--- src/include/cmd_engine_config.svh ---
// Sizes and address map of the command engine
// Included by every RTL file that needs a depth, a width or a window base
// Window bases are byte addresses on the AHB side, each window spans 4 KB

`ifndef CMD_ENGINE_CONFIG_SVH
`define CMD_ENGINE_CONFIG_SVH

// Command buffer
`define CMD_DEPTH 32            // Commands held per list
`define CMD_AW    5             // Command index bits

// Target register bank
`define TGT_DEPTH 64            // Number of target registers
`define TGT_AW    6             // Target index bits

// AHB address windows
`define WIN_CMD   32'h0000_0000 // Command words, 2k data and 2k+1 addr/op
`define WIN_CTRL  32'h0000_1000 // Start on write, status on read
`define WIN_TGT   32'h0000_2000 // Target registers, readable when idle

`endif
--- src/source/cmd_engine_pkg.sv ---
// Types shared by the command engine blocks
// Compiled first, then pulled into each module header by a wildcard import

package cmd_engine_pkg;

    // Opcode in bits 1:0 of the address/op word
    typedef enum logic [1:0] {
        OP_WRITE = 2'd0,    // Store data
        OP_RWM   = 2'd1,    // Store old value OR data
        OP_RSV2  = 2'd2,    // Illegal
        OP_RSV3  = 2'd3     // Illegal
    } cmd_op_e;

    // One stored command, 64 bits
    typedef struct packed {
        logic [29:0] tgt_addr;  // Target word address
        logic [31:0] data;      // Payload
        cmd_op_e     op;        // Opcode
    } cmd_t;

    // Decoded bus transfer, 46 bits
    typedef struct packed {
        logic        valid;     // One cycle in the data phase
        logic        write;     // 1 = write
        logic [11:0] addr;      // Word offset inside the window
        logic [31:0] wdata;     // Write data
    } bus_req_t;

    // Read answer from a window, 33 bits
    typedef struct packed {
        logic        rd_valid;
        logic [31:0] rdata;
    } bus_rsp_t;

    typedef enum logic [1:0] {
        WIN_NONE_E,
        WIN_CMD_E,
        WIN_CTRL_E,
        WIN_TGT_E
    } win_e;

endpackage

--- src/source/target_regs.sv ---
// Target register bank written by the executor
// One synchronous port, owned by the executor while busy and by AHB otherwise
// Reads answer one cycle after the request, AHB reads during a run return zero

`include "cmd_engine_config.svh"

module target_regs
    import cmd_engine_pkg::*;
(
    input  logic               clk,
    input  logic               rst_n,
    input  logic               en,
    input  logic               we,
    input  logic [`TGT_AW-1:0] idx,
    input  logic [31:0]        wdata,
    output logic [31:0]        rdata,
    input  bus_req_t           bus_req,
    output bus_rsp_t           bus_rsp,
    input  logic               busy
);

    logic [31:0]        regs [`TGT_DEPTH];
    logic               p_en;       // Shared port after arbitration
    logic               p_we;
    logic [`TGT_AW-1:0] p_idx;
    logic [31:0]        p_wdata;
    logic [31:0]        rd_q;
    logic               bus_rd;
    logic               bus_own;    // AHB owned the port for that read

    assign p_en    = busy ? en    : bus_req.valid;
    assign p_we    = busy ? we    : bus_req.write;
    assign p_idx   = busy ? idx   : bus_req.addr[`TGT_AW-1:0];
    assign p_wdata = busy ? wdata : bus_req.wdata;

    always_ff @(posedge clk or negedge rst_n) begin
        if (!rst_n) begin
            for (int i = 0; i < `TGT_DEPTH; i++) begin
                regs[i] <= '0;
            end
            bus_rd  <= 1'b0;
            bus_own <= 1'b0;
        end else begin
            if (p_en && p_we)
                regs[p_idx] <= p_wdata;
            bus_rd  <= bus_req.valid && !bus_req.write;
            bus_own <= !busy;
        end
    end

    always_ff @(posedge clk) begin
        if (p_en && !p_we)
            rd_q <= regs[p_idx];
    end

    assign rdata            = rd_q;
    assign bus_rsp.rd_valid = bus_rd;
    assign bus_rsp.rdata    = bus_own ? rd_q : 32'h0;   // Zero while a run holds the port

endmodule

--- config.mk ---
export PLATFORM = sky130hd
export DESIGN_NAME = target_regs
export DESIGN_NICKNAME = d
export VERILOG_FILES = /design/src/source/cmd_engine_pkg.sv /design/src/source/target_regs.sv
export VERILOG_INCLUDE_DIRS = /design/src /design/src/include
export SDC_FILE = /design/constraint.sdc
export NUM_CORES = 2
export LEC_CHECK = 0
export BUFFER_PORTS_ARGS = -buffer_cell sky130_fd_sc_hd__buf_2
export CELL_PAD_IN_SITES_DETAIL_PLACEMENT = 0
export CELL_PAD_IN_SITES_GLOBAL_PLACEMENT = 1
export CORE_MARGIN = 5
export CORE_UTILIZATION = 45
export DETAILED_ROUTE_END_ITERATION = 12
export PLACE_DENSITY = 0.83
export SYNTH_ARGS = -nofsm -noshare
export SYNTH_HDL_FRONTEND = slang
export SYNTH_SLANG_ARGS = --single-unit
--- constraint.sdc ---
create_clock -name clk -period 1.73 [get_ports clk]
set_clock_uncertainty 0.1 [all_clocks]
set_input_delay 0.0865 -clock clk [delete_from_list [all_inputs] [get_ports clk]]
set_output_delay 0.0865 -clock clk [all_outputs]
set_load 0.01 [all_outputs]
# Word-level counts from Yosys, hierarchy flattened

Index checks and enable logic that the tools add are counted.

Register bits after elaboration: 2082
Output and inout port bits: 65

Order comparisons: 2
Bitwise gates (word level): 1
Mux-type cells: 11
Reductions and logical operators: 7

Operators by type and width:

| cell                                                      | count |
|---|---|
| bitwise mux 2048 bit                                      | 1 |
| binary-select mux 32 bit (select 6 bit)                   | 1 |
| demux 32 bit (select 6 bit)                               | 1 |
| 2-to-1 mux 32 bit                                         | 5 |
| greater-or-equal comparator 7 bit (second input constant) | 1 |
| < comparator 7 x 1 -> 1 bit (second input constant)       | 1 |
| inverter 6 -> 7 bit                                       | 1 |
| 2-to-1 mux 6 bit                                          | 1 |
| logical AND 1 bit                                         | 4 |
| zero test 1 bit                                           | 3 |
| 2-to-1 mux 1 bit                                          | 2 |

# Longest topological paths before layout

Depth after elaboration: 7
Mapped depth: 12
Depth with buffers taken out: 6

# Worst setup path after synthesis

No wires, ideal clock.

Kind: input to register
Start point: input busy
End point: register rd_q[11], in the netlist rdata[11], data pin
Data arrival time: 2.001 ns
Library setup time: 0.265 ns
Cell stages on the path: 10
Data required time: 1.365 ns
Slack: -0.637 ns
Cells stage by stage: buf_6 mux2i_1 buf_2 clkbuf_1 buf_2 mux2i_1 o22ai_1 o21ai_0 o2111ai_1 or3_1

Longest elaborated chain between the ends: 5

Ends and longest elaborated chain:

| what                                                 | line              | text |
|---|---|---|
| from (decl)                                          | target_regs.sv:19 | `input logic busy` |
| 2-to-1 mux 6 bit                                     | target_regs.sv:33 | `` assign p_idx = busy ? idx : bus_req.addr[`TGT_AW-1:0]; `` |
| inverter 6 -> 7 bit (not written as such)            | target_regs.sv:53 | `rd_q <= regs[p_idx];` |
| binary-select mux 32 bit (select 6 bit)              | target_regs.sv:53 |  |
| 2-to-1 mux 32 bit (not written as such) (2 in a row) | target_regs.sv:53 |  |
| to (signal assigned)                                 | target_regs.sv:53 |  |
| to (decl)                                            | target_regs.sv:27 | `logic [31:0] rd_q;` |

No other way between the ends. The select of a mux whose other input is x is not followed.
A chain may end at the register's enable or synchronous reset.

# Worst setup path after layout

Start point: input busy
End point: register rd_q[25], in the netlist rdata[25], data pin

Same word-level chain as after synthesis.

==> impl_metrics.ini <==
[die]
core_um2 = 200000
rows = 164
die_area_um2 = 210000
initial_utilization_pct = 45.3
die_x_um = 459
fp.dieH_um = 459
io_pins = 154

[sta]
period_share_pct = 125
setup_violations = 1656
relSlewSlack_pct = 59.0
rsz0062_at_grt = true
fmax_mhz = 461
fin_ws_ns = -0.439
tightest_slew_ns = 0.616
maxSlewViolCount = 0
finalHoldViolCount = 0
min_period_ns = 2.17

[layout]
final_cells = 13000
final_common_cell = dfrtp_1
area_growth_pct = 34.8
postLayoutCoreUtil_pct = 61.0
most-common-layout-cells = dfrtp_1, nand2_1, o21ai_0, mux2i_1, buf_4
final_area_um2 = 122000
nets = 10200
drive_above_1_share_pct = 25.1
nFillCells = 15200

[placement]
place_congestion = 0.870
dpl.hpwl_mm = 201
place_inst = 12200
dp_slack_ns = -1.56
placement.io_buffers = 147
postPlaceCellArea_um2 = 104000

[worst_setup_path]
cp.depth = 14
rr_startpoint = regs[1267]$_DFFE_PN0P_
crit_type = input port to register
start_kind = input port
regToRegSetupSlack_ns = -0.39
cp.required_ns = 2.23
crit_path_max_fanout = 8
path_cells = buf_8, mux2i_4, buf_12, buf_16, buf_12, buf_12, buf_16, buf_8, mux2i_1, o22ai_1, o21ai_1, buf_4, nand2_4, or4_4
cp_slowest_cell = or4_4
rr_endpoint = rdata[19]$_DFFE_PP_
crit_arrival_ns = 2.67
crit_top_cell = buf_12
cp_num_buf_inv = 8
endpoint_kind = register
critPathMaxStageDelay_ns = 0.48
path_delay_family = buffers and inverters
rr_worst_depth = 6

[logic_synthesis]
synth_top_cell_by_area = dfrtp_1
synth_nets = 9238
syn_area_per_cell_um2 = 9.90
synth_top_area_share_pct = 56.7
ys_async_sr_fraction_pct = 98.5
synth_area_um2 = 90600
yosys_most_used_dff = dfrtp_1
synth_edf_count = 32
yosys-top-cells-area = dfrtp_1, mux2i_1, o21ai_0
ys_seq_elements = 2082
synth.distinct_cells = 39
yosys_warnings = 0
seq_area_frac_synth_pct = 57.7
syn_inst = 9149

[grt]
groute.usage.overall_pct = 30.1
grt_antenna_before_repair = 29
grt_pass1_vias = 75600
grt_pass1_wl_mm = 481
overflow = 0
grt_max_degree = 65

[status]
outcome = complete, but fails checks
violations = negative setup slack

[clock_network]
cts_buffer_depth = 3
cts_sinks = 2082
clkTransAtPathRegs_ns = 0.06
cts_root_buf = clkbuf_16
cts_tree = built
cts_max_level = 4
cts_buffers = 213
insertion_delay_ns = 0.88

[worst_hold_path]
hold_path.class = input port to async pin

[power]
ir_drop_v = 0.000956
power_mw = 126
powerDensity_nw_per_um2 = 1030
leakage_nw = 56.3

[drt]
drt_pass1_iterations = 8
wl_mm = 349
drc = 0
vias = 78500
viasPerCell = 6.04
antenna_left = 0
wl_per_cell_um = 26.8
initialDrtViolationCount = 8849

[job]
max_cap_violations = 0
worst max path at each step:
stage / slack, ns / startpoint / endpoint
finish: -0.44 / busy / rdata[25]$_DFFE_PP_
global route: -0.47 / busy / rdata[25]$_DFFE_PP_
CTS: -0.33 / busy / rdata[21]$_DFFE_PP_
detailed placement: -1.56 / busy / rdata[1]$_DFFE_PP_
global placement: -1.55 / busy / rdata[1]$_DFFE_PP_
floorplan: -0.47 / busy / rdata[10]$_DFFE_PP_
routing by layer:
metal	routed length [um]	up-vias	track usage, %
met5	114	-	0
met4	26500	16	17.6
met1	129000	39200	38.2
li1	-	33800	-
met2	158000	4248	47.3
met3	35000	1219	6.86
Yosys cell counts (all sizes together) (3+ instances only):
| cell | count |
|---|---|
| dfrtp | 2050 |
| o21ai | 1853 |
| nand2 | 1664 |
| mux2i | 1058 |
| clkbuf | 597 |
| nor2 | 558 |
| o22ai | 512 |
| a21oi | 448 |
| buf | 253 |
| and2 | 35 |
| edfxtp | 32 |
| or4 | 28 |
| nand3 | 18 |
| nor3 | 6 |
| nor4 | 6 |
| inv | 5 |
| o2111ai | 4 |
| or3 | 4 |
| nor2b | 3 |
logic make-up after synthesis:
kind of cell           count (synthesis)  share of synthesized area (%)
muxes                               1059                           11.7
buffers and inverters                855                           3.97
AOI/OAI and AO/OA                   2827                           16.4
DFF                                 2082                           57.7
and+or+nand+nor                     2326                           10.2
worst register-to-register path, cell delays in order, from the launching register on:
cell,delay (ns)
dfrtp_1,0.44
mux2i_1,0.25
o22ai_1,0.15
o21ai_1,0.16
o21ai_1,0.09
buf_4,0.19
or4_1,0.48
per-stage QoR:
step / TNS [ns] / hold slack [ns]
2_1_floorplan: -400.05 / -0.309
3_3_place_gp: -2372.52 / -0.0175
3_5_place_dp: -2435.74 / 0.00246
4_1_cts: -68.23 / 0.0163
5_1_grt: -222.23 / 0.101
6_report: -199.40 / 0.0784
where the power goes:
group / switching (mW) / internal, mW / total, mW
registers: 3.47 / 54.3 / 57.7
clock network: 20.1 / 27.5 / 47.7
logic: 11.1 / 9.30 / 20.4
layout make-up:
type	count	area, um2	area share (%)
Multi-Input combinational cell	6214	38400	31.5
Clock inverter	64	810	0.663
Sequential cell	2082	52300	42.8
Tap cell	2656	3320	2.72
Inverter	5	18.8	0.0154
Clock buffer	334	6450	5.28
Antenna cell	16	40.0	0.0328
Timing Repair Buffer	1630	20700	17.0
state kept, by name, indices dropped and copies added (netlist names):
name     flops
rdata       32
regs      2048
bus_own      1
bus_rd       1
repair_timing:
item,4_1_cts,5_1_grt
pin swaps,111,352
gates cloned,62,99
hold buffers,72,0
setup buffers,93,159
endpoints found under the hold margin,4132,0
gates resized for setup,467,1052
endpoints found under the setup margin,2105,1986
Power figures use the tool's default switching activity.
