--- src/include/cmd_engine_config.svh ---
// Sizes and address map of the command engine
// Included by every RTL file that needs a depth, a width or a window base
// Window bases are byte addresses on the AHB side, each window spans 4 KB

`ifndef CMD_ENGINE_CONFIG_SVH
`define CMD_ENGINE_CONFIG_SVH

// Command buffer
`define CMD_DEPTH 32            // Commands held per list
`define CMD_AW    5             // Command index bits

// Target register bank
`define TGT_DEPTH 64            // Number of target registers
`define TGT_AW    6             // Target index bits

// AHB address windows
`define WIN_CMD   32'h0000_0000 // Command words, 2k data and 2k+1 addr/op
`define WIN_CTRL  32'h0000_1000 // Start on write, status on read
`define WIN_TGT   32'h0000_2000 // Target registers, readable when idle

`endif
--- src/source/cmd_engine_pkg.sv ---
// Types shared by the command engine blocks
// Compiled first, then pulled into each module header by a wildcard import

package cmd_engine_pkg;

    // Opcode in bits 1:0 of the address/op word
    typedef enum logic [1:0] {
        OP_WRITE = 2'd0,    // Store data
        OP_RWM   = 2'd1,    // Store old value OR data
        OP_RSV2  = 2'd2,    // Illegal
        OP_RSV3  = 2'd3     // Illegal
    } cmd_op_e;

    // One stored command, 64 bits
    typedef struct packed {
        logic [29:0] tgt_addr;  // Target word address
        logic [31:0] data;      // Payload
        cmd_op_e     op;        // Opcode
    } cmd_t;

    // Decoded bus transfer, 46 bits
    typedef struct packed {
        logic        valid;     // One cycle in the data phase
        logic        write;     // 1 = write
        logic [11:0] addr;      // Word offset inside the window
        logic [31:0] wdata;     // Write data
    } bus_req_t;

    // Read answer from a window, 33 bits
    typedef struct packed {
        logic        rd_valid;
        logic [31:0] rdata;
    } bus_rsp_t;

    typedef enum logic [1:0] {
        WIN_NONE_E,
        WIN_CMD_E,
        WIN_CTRL_E,
        WIN_TGT_E
    } win_e;

endpackage

--- src/source/ahb_slave_port.sv ---
// AHB-Lite slave front end of the command engine
// Samples the address phase, issues one request per selected NONSEQ transfer
// in its data phase and adds a single wait state to every read
// Writes complete with hready high and land one cycle after the data phase

`include "cmd_engine_config.svh"

module ahb_slave_port
    import cmd_engine_pkg::*;
(
    input  logic        clk,
    input  logic        rst_n,
    input  logic        hsel,
    input  logic [31:0] haddr,
    input  logic [1:0]  htrans,
    input  logic        hwrite,
    input  logic [31:0] hwdata,
    output logic [31:0] hrdata,
    output logic        hready,
    output bus_req_t    req,
    output win_e        win,
    input  bus_rsp_t    rsp
);

    localparam logic [1:0]  htrans_nonseq = 2'b10;
    localparam logic [31:0] cmd_base      = `WIN_CMD;
    localparam logic [31:0] ctrl_base     = `WIN_CTRL;
    localparam logic [31:0] tgt_base      = `WIN_TGT;

    logic        accept;    // Address phase taken this cycle
    win_e        win_d;     // Window of the address phase
    logic        dp_valid;  // Data phase in progress, first cycle
    logic        dp_write;
    logic [11:0] dp_addr;
    logic        rd_wait;   // Second data-phase cycle of a read

    assign accept = hsel && (htrans == htrans_nonseq) && hready;

    always_comb begin
        win_d = WIN_NONE_E;                                     // Unmapped by default
        if (haddr[31:12] == cmd_base[31:12])  win_d = WIN_CMD_E;
        if (haddr[31:12] == ctrl_base[31:12]) win_d = WIN_CTRL_E;
        if (haddr[31:12] == tgt_base[31:12])  win_d = WIN_TGT_E;
    end

    // --------------------
    // Address phase capture
    always_ff @(posedge clk or negedge rst_n) begin
        if (!rst_n) begin
            dp_valid <= 1'b0;
            rd_wait  <= 1'b0;
            dp_write <= 1'b0;
            win      <= WIN_NONE_E;
        end else begin
            dp_valid <= accept;                     // Drops while hready is low
            rd_wait  <= dp_valid && !dp_write;      // Read answer due next cycle
            if (accept) begin
                dp_write <= hwrite;
                win      <= win_d;
            end
        end
    end

    always_ff @(posedge clk) begin
        if (accept)
            dp_addr <= {2'b00, haddr[11:2]};        // Word offset in a 4 KB window
    end

    // --------------------
    // Data phase
    always_comb begin
        req.valid = dp_valid;
        req.write = dp_write;
        req.addr  = dp_addr;
        req.wdata = hwdata;                         // Master drives it in the data phase
    end

    assign hready = !(dp_valid && !dp_write);       // One wait state per read
    assign hrdata = rd_wait ? rsp.rdata : 32'h0;

    // A window may only answer the read that is waiting for it
    a_rsp_pending: assert property (@(posedge clk) disable iff (!rst_n)
        rsp.rd_valid |-> rd_wait)
        else $error("read response without a pending read");

endmodule

--- config.mk ---
export PLATFORM = sky130hd
export DESIGN_NAME = ahb_slave_port
export DESIGN_NICKNAME = d
export VERILOG_FILES = /design/src/source/cmd_engine_pkg.sv /design/src/source/ahb_slave_port.sv
export VERILOG_INCLUDE_DIRS = /design/src /design/src/include
export SDC_FILE = /design/constraint.sdc
export NUM_CORES = 1
export LEC_CHECK = 0
export ABC_AREA = 0
export BUFFER_PORTS_ARGS = -buffer_cell sky130_fd_sc_hd__buf_2
export CAP_MARGIN = 15
export CORE_AREA = 2 2 72 74
export CTS_CLUSTER_SIZE = 16
export DETAILED_ROUTE_END_ITERATION = 10
export DIE_AREA = 0 0 74 76
export PLACE_DENSITY = 0.68
export RECOVER_POWER = 50
export REMOVE_ABC_BUFFERS = 1
export SLEW_MARGIN = 20
export SYNTH_ARGS = -nofsm -noshare
export SYNTH_HDL_FRONTEND = slang
export SYNTH_SLANG_ARGS = --single-unit
export TNS_END_PERCENT = 20
--- constraint.sdc ---
create_clock -name clk -period 3.5 [get_ports clk]
set_input_delay 0.7 -clock clk [delete_from_list [all_inputs] [get_ports clk]]
set_output_delay 0.7 -clock clk [all_outputs]
set_load 0.05 [all_outputs]
* Yosys cells after proc, flatten, opt, wreduce, memory -nomap -nowiden *
Cells that the tools add are included.

storage, ports and cells
  output and inout bits = 81
  memories kept = 0
  input port bits = 103
  ROM bits = 0
  register bits after elaboration = 15
  latch bits = 0
  RAM bits = 0
  word-level logic and storage cells = 18

cells by class
  $add $sub $neg = 0
  bitwise operators = 0
  $lt $le $gt $ge = 0
  shifts and indexed selects = 0
  reduce and logical (&&, ||, !) cells = 6
  mux-type cells = 4
  multiply operators = 0
  equality and inequality tests = 3
  divide/modulo/power cells = 0

operator list
  cell                                                              count
  32-bit two-way mux                                                1
  20-bit by 1-bit == test with 1-bit output, second input constant  1
  20-bit by 2-bit == test with 1-bit output, second input constant  1
  20-bit zero test                                                  1
  2-bit two-way mux                                                 2
  1-bit logical AND                                                 3
  2-bit == test, second input constant                              1
  1-bit zero test                                                   2
  1-bit two-way mux                                                 1

* Depth between registers and ports, before layout *
  depth after elaboration = 4
  mapped depth = 4

* Worst setup path after synthesis *
Ideal clock, no wire load.

  path type = in2out
  start = in rsp[0] in the netlist's numbering
  end = out hrdata[0]
  data arrival time = 1112 ps
  buffers on the path = 0
  path slack = 1688 ps
  cell stages on the path = 1
  cells stage by stage = and2_1

on the way
  cells in the longest elaborated chain, start to end = 1

ends and longest elaborated chain
  item                RTL line              source
  from (decl)         ahb_slave_port.sv:22  input bus_rsp_t rsp
  32-bit two-way mux  ahb_slave_port.sv:79  assign hrdata = rd_wait ? rsp.rdata : 32'h0;
  to (decl)           ahb_slave_port.sv:18  output logic [31:0] hrdata,

Every way passes these cells.

* Final worst setup path *
  start = reg rd_wait
  end = out hrdata[11]

on the way
  cells in the longest elaborated chain, start to end = 1

ends and longest elaborated chain
  item                    RTL line              source
  from (decl)             ahb_slave_port.sv:35  logic rd_wait;
  from (signal assigned)  ahb_slave_port.sv:56  rd_wait <= dp_valid && !dp_write;
  32-bit two-way mux      ahb_slave_port.sv:79

Every way passes these cells.

==> out/qor.yml <==
rrSetupSlack_ns: 2.01
postCtsSetupRepairBufs: 0
clk_path_buf_depth: 2
setup_viol: 0
worstReg2RegEnd: "dp_write"
core_mm2: 0.004912
reg2reg_depth: 4
portBuffers: 114
die_x_um: 74
tightest_slew_ns: 0.6344
dp_hpwl_mm: 4.372
p_comb_share_pct: 28.0
p_per_area_mw_per_mm2: 321.7
fp.dieH_um: 76
diodes: 0
p_clk_share_pct: 29.0
drive_gt1_share_pct: 62.37
synth-seq-cells: 15
ios: 184
gp_congestion: 0.7330
grt_use_total_pct: 16.77
syn_avg_cell_area_um2: 10.02
r2r_start: "dp_write"
firstDrtPassIters: 4
cts_made_buffers: 3
grt_max_degree: 33
startpoint: "rd_wait"
fillers: 514
fin_hold_ws_ns: 0.3047
cts_tree: "built"
ant_nets: 0
vias: 1045
status: "finished clean"
yosysTopAreaCell: "edfxtp_1"
wl_per_cell_um: 19.31
grt_pass1_wl_mm: 6.603
start_kind: "flop"
clock_sinks: 15
p_seq_share_pct: 43.0
clk_pin_slew_ns: 0.06
areaGrowthSynthToFinish_pct: 37.57
synth.area.top_cells: "edfxtp_1, buf_4, and2_1, dfrtp_1, nor4_2"
die_area_mm2: 0.005624
p_sw_share_pct: 31.34
clk_latency_ns: 0.24
initial_core_util_pct: 21.63
rsz0062_at_grt: "no"
mappedNetlistArea_mm2: 0.001062
fin_crit_sh_pct: 62.63
internal_power_uw: 322.8
max_slew_margin_pct: 57.71
cts_resized: 0
syn-instance-count: 106
synth_top_area_share_pct: 28.27
drtIter0Drc: 45
hold_violations: 0
netSwitchingPower_uw: 147.4
required_ns: 2.80
nNetsFinal: 290
p_leak_uw: 0.0008139
worst_setup_path_end_kind: "output pin"
antenna_found_initial: 0
cts_hold_buf: 0
ys_warn_count: 0
ir_drop_v: 0.0001183
placed_area_mm2: 0.001443
wirelength_mm: 4.944
arrival_ns: 1.49
finalCriticalPeriod_ns: 2.192
fmax_mhz: 456.2
avgViaCountPerCell: 4.082
clock-skew-final_ns: 0.002642
drc_errors: 0
slew_viol_final: 0
cp-endpoint: "hrdata[11]"
ys_types: 19
crit_type: "reg -> out"
critPathMaxFanout: 32
rows: 26
design_area_mm2: 0.001461
cap_violations: 0
clock-root-buffer: "clkbuf_8"
htree_levels: 1
setup_total_negative_slack_ns: 0
hp-class: "in -> async"
grt-ovfl-total: 0
yosysSeqAreaShare_pct: 40.05
grt_pass1_vias: 977
[state kept, by name, summed over array words and instances, names as in the netlist]
register / count
win: 2
dp_addr: 10
dp_valid: 1
rd_wait: 1
dp_write: 1
[layer usage]
| metal | up-vias | global-route usage [%] | wire (µm) | part of all wire [%] |
|---|---|---|---|---|
| met1 | 425 | 12.37 | 1289 | 26 |
| met2 | 155 | 25.89 | 2172 | 44 |
| met4 | 0 | 2.182 | 8 | 0.16 |
| met3 | 2 | 23.15 | 1474 | 30 |
| li1 | 463 | - | - | - |
| met5 | - | 0 | 0 | 0 |
[Yosys cell counts]
cell type and instances:
o21ai_0 2, inv_1 2, and2_1 32, nand2b_4 2, nor4_1 1, conb_1 1, edfxtp_1 10, nor4_2 3
nand3b_1 1, mux2_2 1, buf_4 36, o31ai_1 2, nor2_1 1, dfrtp_1 5, nand2b_1 1, nand2_1 1
xor2_1 1, nand4_1 1, clkbuf_1 3
[cells in the final DEF, fill, tap and decap left out]
master / synthesis / final
o21ai_0: 2 / 2
o31ai_1: 2 / 2
clkbuf_1: 3 / 5
nor4_1: 1 / 2
xor2_1: 1 / 1
and2_1: 32 / 32
conb_1: 1 / 2
nor4_2: 3 / 2
nand2b_1: 1 / 3
edfxtp_1: 10 / 10
mux2_2: 1 / 1
nand2_1: 1 / 1
nor2_1: 1 / 1
nand3b_1: 1 / 1
dfrtp_1: 5 / 5
buf_2: 0 / 110
clkbuf_8: 0 / 3
inv_1: 2 / 2
nand4_1: 1 / 1
[cells by family after synthesis]
logic type,synth area share (%)
AOI/OAI and AO/OA,2.355
xor gates and xnor gates,0.8247
buffers and inverters,27.21
DFF,40.05
muxes,1.060
other,0.3530
and+or+nand+nor,28.15
[worst min path at each step]
stage                    end  cells after the start   start  slack (ns)
floorplan           dp_valid                      0   rst_n        0.40
global placement      win[1]                      2  win[1]        0.50
detailed placement    win[1]                      2  win[1]        0.51
CTS                   win[1]                      1   rst_n        0.26
global route          win[1]                      1   rst_n        0.31
finish                win[1]                      1   rst_n        0.30
[layout make-up]
class                           count  area (µm²)  area share [%]
Clock buffer                        4       45.04           3.082
Inverter                            2       7.507          0.5137
Multi-Input combinational cell     51       330.3           22.60
Sequential cell                    15       425.4           29.11
Tap cell                           70       87.58           5.993
Timing Repair Buffer              114       565.5           38.70
[critical path, stage by stage, from the launching register on]
cell     delay, ns
dfrtp_1       0.75
and2_1        0.23
buf_2         0.27
[per-stage QoR]
| stage | worst slack (ns) | power (µW) | util (%) | cells |
|---|---|---|---|---|
| floorplan | 1.688 | 285.7 | - | 68 |
| global placement | 1.440 | 340.6 | 29.37 | 252 |
| detailed placement | 1.432 | 342.6 | 29.37 | 252 |
| CTS | 1.272 | 482.8 | 30.29 | 256 |
| global route | 1.142 | 497.1 | 29.75 | 256 |
| finish | 1.308 | 470.2 | 29.75 | 256 |
[power groups by stage]
stage | Clock (µW) | Combinational (µW) | Sequential (µW)
2_1_floorplan | 0 | 59.0 | 227
6_report | 136 | 132 | 202
3_5_place_dp | 0 | 136 | 206
4_1_cts | 143 | 136 | 203
3_3_place_gp | 0 | 134 | 206
5_1_grt | 154 | 140 | 203
(Power assumes the default switching activity.)
