`src/include/cmd_engine_config.svh`:
```
// Sizes and address map of the command engine
// Included by every RTL file that needs a depth, a width or a window base
// Window bases are byte addresses on the AHB side, each window spans 4 KB

`ifndef CMD_ENGINE_CONFIG_SVH
`define CMD_ENGINE_CONFIG_SVH

// Command buffer
`define CMD_DEPTH 32            // Commands held per list
`define CMD_AW    5             // Command index bits

// Target register bank
`define TGT_DEPTH 64            // Number of target registers
`define TGT_AW    6             // Target index bits

// AHB address windows
`define WIN_CMD   32'h0000_0000 // Command words, 2k data and 2k+1 addr/op
`define WIN_CTRL  32'h0000_1000 // Start on write, status on read
`define WIN_TGT   32'h0000_2000 // Target registers, readable when idle

`endif
```
`src/source/cmd_engine_pkg.sv`:
```
// Types shared by the command engine blocks
// Compiled first, then pulled into each module header by a wildcard import

package cmd_engine_pkg;

    // Opcode in bits 1:0 of the address/op word
    typedef enum logic [1:0] {
        OP_WRITE = 2'd0,    // Store data
        OP_RWM   = 2'd1,    // Store old value OR data
        OP_RSV2  = 2'd2,    // Illegal
        OP_RSV3  = 2'd3     // Illegal
    } cmd_op_e;

    // One stored command, 64 bits
    typedef struct packed {
        logic [29:0] tgt_addr;  // Target word address
        logic [31:0] data;      // Payload
        cmd_op_e     op;        // Opcode
    } cmd_t;

    // Decoded bus transfer, 46 bits
    typedef struct packed {
        logic        valid;     // One cycle in the data phase
        logic        write;     // 1 = write
        logic [11:0] addr;      // Word offset inside the window
        logic [31:0] wdata;     // Write data
    } bus_req_t;

    // Read answer from a window, 33 bits
    typedef struct packed {
        logic        rd_valid;
        logic [31:0] rdata;
    } bus_rsp_t;

    typedef enum logic [1:0] {
        WIN_NONE_E,
        WIN_CMD_E,
        WIN_CTRL_E,
        WIN_TGT_E
    } win_e;

endpackage

```
`src/source/cmd_buffer.sv`:
```
// Command list storage of the command engine
// Software writes the data word of a command, then its address/op word;
// the second write commits the whole command at the next free slot
// A run may only start on a list that ends in a WRITE, and an illegal
// opcode empties the list, both errors set the sticky seq_error flag
// Also serves the executor's fetch port and the debug readback

`include "cmd_engine_config.svh"

module cmd_buffer
    import cmd_engine_pkg::*;
(
    input  logic               clk,
    input  logic               rst_n,
    input  bus_req_t           buf_req,
    output bus_rsp_t           buf_rsp,
    input  logic               cmd_rd_en,
    input  logic [`CMD_AW-1:0] cmd_addr,
    output logic               cmd_rd_valid,
    output cmd_t               cmd_out,
    output logic [`CMD_AW:0]   count,
    output logic               seq_error,
    input  logic               start,
    input  logic               busy,
    input  logic               run_done,
    output logic               start_ok
);

    cmd_t               mem [`CMD_DEPTH];
    logic [31:0]        stage_data;     // Data word waiting for its addr/op word
    logic               stage_full;
    logic               last_write;     // Last stored command is a WRITE
    logic               locked;         // Run starting or running
    logic               wr_even;
    logic               wr_odd;
    logic               bad_op;
    logic               commit;
    cmd_op_e            new_op;
    logic [`CMD_AW-1:0] dbg_idx;
    logic               dbg_rd;
    logic               dbg_valid;
    logic [31:0]        dbg_data;

    assign locked  = busy || start_ok;
    assign wr_even = buf_req.valid && buf_req.write && !locked && !buf_req.addr[0];
    assign wr_odd  = buf_req.valid && buf_req.write && !locked && buf_req.addr[0];
    assign new_op  = cmd_op_e'(buf_req.wdata[1:0]);
    assign bad_op  = wr_odd && ((new_op == OP_RSV2) || (new_op == OP_RSV3));
    assign commit  = wr_odd && !bad_op && stage_full && (count < `CMD_DEPTH);  // Full list drops
    assign dbg_rd  = buf_req.valid && !buf_req.write;
    assign dbg_idx = buf_req.addr[`CMD_AW:1];       // Two words per command

    // --------------------
    // Storage and list control
    always_ff @(posedge clk or negedge rst_n) begin
        if (!rst_n) begin
            for (int i = 0; i < `CMD_DEPTH; i++) begin
                mem[i] <= '0;
            end
            count      <= '0;
            stage_full <= 1'b0;
            last_write <= 1'b0;
            seq_error  <= 1'b0;
            start_ok   <= 1'b0;
        end else begin
            start_ok <= 1'b0;
            if (run_done) begin
                count      <= '0;               // List consumed
                last_write <= 1'b0;
            end else if (bad_op) begin
                count      <= '0;               // Illegal opcode empties the list
                last_write <= 1'b0;
                seq_error  <= 1'b1;
            end else if (commit) begin
                mem[count[`CMD_AW-1:0]] <= '{tgt_addr: buf_req.wdata[31:2],
                                             data:     stage_data,
                                             op:       new_op};
                count      <= count + 1'b1;
                last_write <= (new_op == OP_WRITE);
            end

            if (wr_even)
                stage_full <= 1'b1;
            else if (wr_odd)
                stage_full <= 1'b0;

            // Start qualification
            if (start && !locked) begin
                if ((count != '0) && last_write)
                    start_ok <= 1'b1;
                else
                    seq_error <= 1'b1;          // Empty list or trailing RWM
            end
        end
    end

    always_ff @(posedge clk) begin
        if (wr_even)
            stage_data <= buf_req.wdata;
    end

    // --------------------
    // Executor fetch and debug readback
    always_ff @(posedge clk or negedge rst_n) begin
        if (!rst_n) begin
            cmd_rd_valid <= 1'b0;
            dbg_valid    <= 1'b0;
        end else begin
            cmd_rd_valid <= cmd_rd_en;
            dbg_valid    <= dbg_rd;
        end
    end

    always_ff @(posedge clk) begin
        if (cmd_rd_en)
            cmd_out <= mem[cmd_addr];
        if (dbg_rd)
            dbg_data <= buf_req.addr[0] ? {mem[dbg_idx].tgt_addr, mem[dbg_idx].op}
                                        : mem[dbg_idx].data;
    end

    assign buf_rsp.rd_valid = dbg_valid;
    assign buf_rsp.rdata    = dbg_data;

    a_count_max: assert property (@(posedge clk) disable iff (!rst_n)
        count <= `CMD_DEPTH)
        else $error("command count beyond buffer depth");

endmodule

```
`config.mk`:
```
export PLATFORM = sky130hd
export DESIGN_NAME = cmd_buffer
export DESIGN_NICKNAME = d
export VERILOG_FILES = /design/src/source/cmd_engine_pkg.sv /design/src/source/cmd_buffer.sv
export VERILOG_INCLUDE_DIRS = /design/src /design/src/include
export SDC_FILE = /design/constraint.sdc
export NUM_CORES = 2
export LEC_CHECK = 0
export BUFFER_PORTS_ARGS = -buffer_cell sky130_fd_sc_hd__buf_2
export CELL_PAD_IN_SITES_DETAIL_PLACEMENT = 0
export CELL_PAD_IN_SITES_GLOBAL_PLACEMENT = 1
export CORE_MARGIN = 3
export CORE_UTILIZATION = 50
export DETAILED_ROUTE_END_ITERATION = 8
export MAX_ROUTING_LAYER = met4
export PLACE_DENSITY = 0.82
export SLEW_MARGIN = 20
export SYNTH_ARGS = -nofsm -noshare
export SYNTH_HDL_FRONTEND = slang
export SYNTH_SLANG_ARGS = --single-unit
```
`constraint.sdc`:
```
create_clock -name clk -period 3.7 [get_ports clk]
set_input_delay 0.185 -clock clk [delete_from_list [all_inputs] [get_ports clk]]
set_output_delay 0.185 -clock clk [all_outputs]
set_load 0.02 [all_outputs]
```
# Yosys cells after proc, flatten, opt, wreduce, memory -nomap -nowiden
# Index checks and enable logic that the tools add are counted.
[op_classes]
n_reduce_logical = 23
muxes = 24
n_addsub = 1
div = 0
n_eq_ne = 2
n_shift = 0
n_lt_le_gt_ge = 5
mul = 0
bitwise = 5
[ops]
columns = ["cell", "count"]
rows = [
  ["bitwise mux 2048 bit", 1],
  ["binary-select mux 64 bit (select 5 bit)", 2],
  ["demux 64 bit (select 5 bit)", 1],
  ["2-to-1 mux 64 bit", 5],
  ["2-to-1 mux 32 bit", 1],
  [">= comparator 6 bit, second input constant", 3],
  ["2-to-1 mux 6 bit", 3],
  ["inverter 5 -> 6 bit", 3],
  ["logical AND 1 bit", 12],
  ["2-to-1 mux 1 bit", 11],
  ["adder 6 x 1 -> 6 bit, second input constant", 1],
  ["< comparator 6 x 1 -> 1 bit, second input constant", 1],
  ["< comparator 6 bit, second input constant", 1],
  ["nonzero test 6 bit", 1],
  ["equality test 2 bit, second input constant", 2],
  ["zero test 1 bit", 4],
  ["AND reduction 3 bit", 1],
  ["nonzero test 3 bit", 1],
  ["zero test 2 bit", 1],
  ["logical OR 1 bit", 2],
  ["inverter 1 bit", 2],
  ["nonzero test 2 bit", 1],
]
[word_totals]
ramBits = 0
mem_count = 0
regBits = 2188
rom_bits = 0
input_bits = 57
wordCells = 168
latch_bits = 0
output_inout_bits = 106

# Longest topological paths before layout
[logic_depth]
depth_word = 12
depth_mapped = 10
mapped_depth_nobuf = 5

# Least setup slack after synthesis
# OpenSTA, ideal clock, no wires.
[synth_path]
path_type = "register to register"
startpoint = "register start_ok"
endpoint = "register stage_data[0] (enable)"
slack_ps = 982
t_required_ps = 3276
setup_ps = 424
stages_incl_launch_ff = 3
arrival_time_ps = 2294
n_path_buf = 0
synth_period_minus_slack_ps = 2718
cell_sequence = "dfrtp_1 > and4bb_2 > nor2b_1"
[synth_between]
elab_chain_len = 4
[synth_lines]
columns = ["element", "line", "text"]
rows = [
  ["from (decl)", "cmd_buffer.sv:26", "output logic start_ok"],
  ["from (signal assigned)", "cmd_buffer.sv:64", "start_ok <= 1'b0;"],
  ["from (signal assigned)", "cmd_buffer.sv:66", "start_ok <= 1'b0;"],
  ["from (signal assigned)", "cmd_buffer.sv:90", "start_ok <= 1'b1;"],
  ["logical OR 1 bit", "cmd_buffer.sv:44", "assign locked = busy || start_ok;"],
  ["zero test 1 bit", "cmd_buffer.sv:45", "assign wr_even = buf_req.valid && buf_req.write && !locked && !buf_req.addr[0];"],
  ["logical AND 1 bit (2 in series)", "cmd_buffer.sv:45", ""],
  ["net wr_even", "cmd_buffer.sv:34", "logic wr_even;"],
  ["to (signal assigned)", "cmd_buffer.sv:99", "stage_data <= buf_req.wdata;"],
  ["to (decl)", "cmd_buffer.sv:30", "logic [31:0] stage_data;"],
]
# The timed path passes the listed nets, and every way through them passes these cells.
# A chain may end at the register's enable or synchronous reset.

# Worst setup path in the final report
[layout_path]
startpoint = "register start_ok"
endpoint = "register mem[188] (netlist name)"
[layout_between]
elab_chain_len = 10
word_cells_on_any_way = 11
classes_between = "bitwise: 1; reduce/logical: 10"
[layout_lines]
columns = ["element", "line", "text"]
rows = [
  ["logical OR 1 bit *", "cmd_buffer.sv:44", ""],
  ["zero test 1 bit *", "cmd_buffer.sv:46", "assign wr_odd = buf_req.valid && buf_req.write && !locked && buf_req.addr[0];"],
  ["logical AND 1 bit * (2 in series)", "cmd_buffer.sv:46", ""],
  ["logical AND 1 bit", "cmd_buffer.sv:48", "assign bad_op = wr_odd && ((new_op == OP_RSV2) || (new_op == OP_RSV3));"],
  ["zero test 1 bit", "cmd_buffer.sv:49", "assign commit = wr_odd && !bad_op && stage_full && (count < `CMD_DEPTH);"],
  ["logical AND 1 bit (3 in series)", "cmd_buffer.sv:49", ""],
  ["AND reduction 3 bit (no source line) *", "-", ""],
  ["to (signal, indexed assignment)", "cmd_buffer.sv:75", "mem[count[`CMD_AW-1:0]] <= '{tgt_addr: buf_req.wdata[31:2],"],
  ["to (decl)", "cmd_buffer.sv:29", "cmd_t mem [`CMD_DEPTH];"],
]
# Every way passes the cells marked *; elsewhere a longest branch is shown, timed or not.

==> impl_metrics.toml <==
[route]
wl_per_cell_um = 34.5
drc = 0
drt-vias-per-instance = 6.86
totalWireLength_um = 348000
dr_total_vias = 69100
drt_first_iter_violations = 8002
firstDrtPassIters = 5
ant_nets = 0

[yosys]
postSynth.asyncResetShare_pct = 94.1
postSynthCellCount = 6853
synth_seq_cells = 2188
synth_adder_area_share_pct = 0.0443
synth.yosys.warnings = 0
synth-edff-count = 128
synth_compound_area_share_pct = 1.75
yosys.area_share.simple_pct = 1.18
synthMuxAreaShare_pct = 44.6
avgSynthCellArea_um2 = 16.5
yosysUniqueCellTypes = 55
seq_area_frac_synth_pct = 49.0
synth_xor_area_share_pct = 0
syn-num-nets = 6914
synthFlopType = "dfrtp_1"
syn_area_um2 = 113000
synth_top_family_by_area = "multiplexers"

[cells_and_area]
nets = 6954
drive_gt1_share_pct = 58.4
syn2layout_area_growth_pct = 12.1
seq_area_um2 = 55400
final_cells = 10100
utilization_pct = 56.7
multi_input_area_um2 = 54000
stdcell_area_um2 = 127000
nFillCells = 16900

[die]
dieWidth_um = 481
dieHeight_um = 481
coreArea_um2 = 224000
io_pins = 163
initial_utilization_pct = 50.5
rows = 173
die_area_um2 = 232000

[clock_network]
clock-root-buffer = "clkbuf_16"
cts_buffers = 226
clkTransAtPathRegs_ns = 0.06
insertion_delay_ns = 0.91
tritoncts = "built"
clockBufferDepth = 3
htree_levels = 4
cts.sinks = 2188

[global_route]
antenna_found_initial = 24
grtUsageTotal_pct = 31.2
grt_max_degree = 154
grt_pass1_vias = 72300
grt_overflow = 0
grt_pass1_wl_um = 511000

[pwr]
total_power_mw = 51.4
clkPwrFrac_pct = 45.5
p_switching_mw = 12.5
power.internal_mw = 38.9
sw_frac_of_total_pct = 24.4
peakVddDrop_v = 0.000575
comb_power_share_pct = 6.9
p_seq_share_pct = 47.7
leakagePower_nw = 57.3
powerDensity_nw_per_um2 = 406

[timing]
hold_slack_ns = 0.0452
fmax_ghz = 0.334
max_slew_margin_pct = 24.3
fin_tns_setup_ns = 0
hold_violations = 0
finalCriticalPeriod_ns = 2.99
layout_setup_ws_ns = 0.707
slew_violations = 0
worst_slew_pin_slew_ns = 1.14
fin_skew_ns = 0.0393
grt_setup_unrepaired = "no"
fin_crit_sh_pct = 80.9
finalSetupViolations = 0

[critical_path]
crit_path_cell_trace = "and4bb_2, and4_1, buf_4, and3_4, buf_12, mux2_2"
crit_buf_inv = 2
start_kind = "flip-flop"
crit_path_end_kind = "flip-flop"
critPathMaxStageDelay_ns = 0.69
arrival_ns = 3.77
criticalPathCategory = "reg2reg"
critical_path.top_delay_family = "simple AND/OR/NAND/NOR gates"
crit_path_top_delay_cell = "and3_4"
critPathRequiredTime_ns = 4.48
crit_fanout = 31

[placement]
dp_worst_setup_slack_ns = 0.396
dpl_cell_area_um2 = 119000
dp_hpwl_um = 212000
gp_routability_congestion = 0.861
io_buffers = 156
dp_cells = 9586

[job]
drv_cap = 0

[min_path]
hp-class = "in2reg"

[run_status]
status = "completed"
==> per-layer routing <==
layer	vias to the layer above	GRT usage, %	routed length (µm)	share of wire (%)
met5	-	-	0	0
met4	0	14.7	18500	5.3
met3	889	5.77	29400	8.5
met2	3413	47.0	164000	47
met1	37900	41.4	136000	39
li1	27000	-	-	-
==> power groups by stage <==
| stage | logic, mW | registers (mW) | clock network (mW) |
|---|---|---|---|
| final | 3.53 | 24.5 | 23.4 |
| after global routing | 3.72 | 24.5 | 24.7 |
| after CTS | 3.52 | 24.5 | 23.7 |
| after detailed placement | 3.46 | 25.0 | 0 |
| after global placement | 3.42 | 24.9 | 0 |
| after floorplan | 1.75 | 24.9 | 0 |
==> flip-flops by register name (all words and copies together) (netlist names), 6 cells and up <==
signal / flops
mem: 2048
dbg_data: 32
count: 6
cmd_out: 64
stage_data: 32
==> cell usage after synthesis (all sizes together), types with 3 or more instances <==
| cell | instances | area [µm²] |
|---|---|---|
| mux2 | 2089 | 23500 |
| dfrtp | 2060 | 51500 |
| mux4 | 1139 | 25700 |
| buf | 395 | 2450 |
| clkbuf | 358 | 1340 |
| edfxtp | 128 | 3840 |
| mux2i | 127 | 1270 |
| o21ai | 81 | 405 |
| nor2 | 60 | 225 |
| a221oi | 52 | 455 |
| a21oi | 50 | 250 |
| nand2 | 49 | 184 |
| nor2b | 45 | 282 |
| o22ai | 35 | 219 |
| and3 | 33 | 206 |
| o221ai | 26 | 228 |
| nand2b | 17 | 106 |
| a31oi | 16 | 100 |
| a22oi | 13 | 97.6 |
| nand3 | 8 | 40.0 |
| a311oi | 6 | 52.6 |
| nand3b | 6 | 45.0 |
| o211a | 5 | 50.1 |
| and2 | 4 | 25.0 |
| ha | 4 | 50.1 |
| nor3 | 4 | 31.3 |
| nor3b | 4 | 30.0 |
| nor4 | 4 | 25.0 |
| or2 | 4 | 25.0 |
| a2111oi | 3 | 26.3 |
| and3b | 3 | 26.3 |
| inv | 3 | 11.3 |
| nand4 | 3 | 18.8 |
| o211ai | 3 | 22.5 |
| or3b | 3 | 26.3 |
==> placed cells by master, fill, tap and decap left out, drive strengths merged, types with 14 or more instances in the layout <==
master | Yosys | final
mux2 | 2089 | 2089
dfrtp | 2060 | 2060
mux4 | 1139 | 1139
buf | 395 | 518
clkbuf | 358 | 324
edfxtp | 128 | 128
mux2i | 127 | 127
o21ai | 81 | 81
clkinv | 0 | 61
nor2 | 60 | 60
a221oi | 52 | 52
a21oi | 50 | 50
nand2 | 49 | 49
dlygate4sd3 | 0 | 46
nor2b | 45 | 45
o22ai | 35 | 35
and3 | 33 | 33
o221ai | 26 | 26
bufinv | 0 | 19
nand2b | 17 | 17
a31oi | 16 | 16
diode | 0 | 14
==> cell families after synthesis <==
kind of cell,count (synthesis)
mux,3355
fa+ha+maj,4
flops,2188
buf+inv,756
compound gates,299
simple gates,251
==> final cells by class <==
cell class / count / share of cell area, %
Multi-Input combinational cell: 3909 / 42.6
Clock buffer: 323 / 5.02
Clock inverter: 99 / 0.932
Timing Repair Buffer: 565 / 4.72
Tap cell: 2975 / 2.94
Antenna cell: 14 / 0.0277
Sequential cell: 2188 / 43.7
Inverter: 3 / 0.00889
==> repair_timing <==
action	in CTS	in global routing
resized for setup	0	0
setup buffers	0	0
endpoints found under the setup margin	0	0
hold buffers	47	0
hold endpoints to repair	1804	0
==> path summary, 6_finish.rpt <==
kind | start | endpoint | slack (ns) | cells after the start
min in group asynchronous | rst_n | mem[549] | 0.22 | 3
min reg2reg | stage_full | stage_full | 0.48 | 1
max | start_ok | mem[188] | 0.71 | 6
min | cmd_addr[3] | cmd_out[31] | 0.05 | 2
max in group asynchronous | rst_n | cmd_rd_valid | 2.56 | 3
max reg2reg | start_ok | mem[188] | 0.71 | 6
Note: power is estimated with default switching activity, not from simulation.
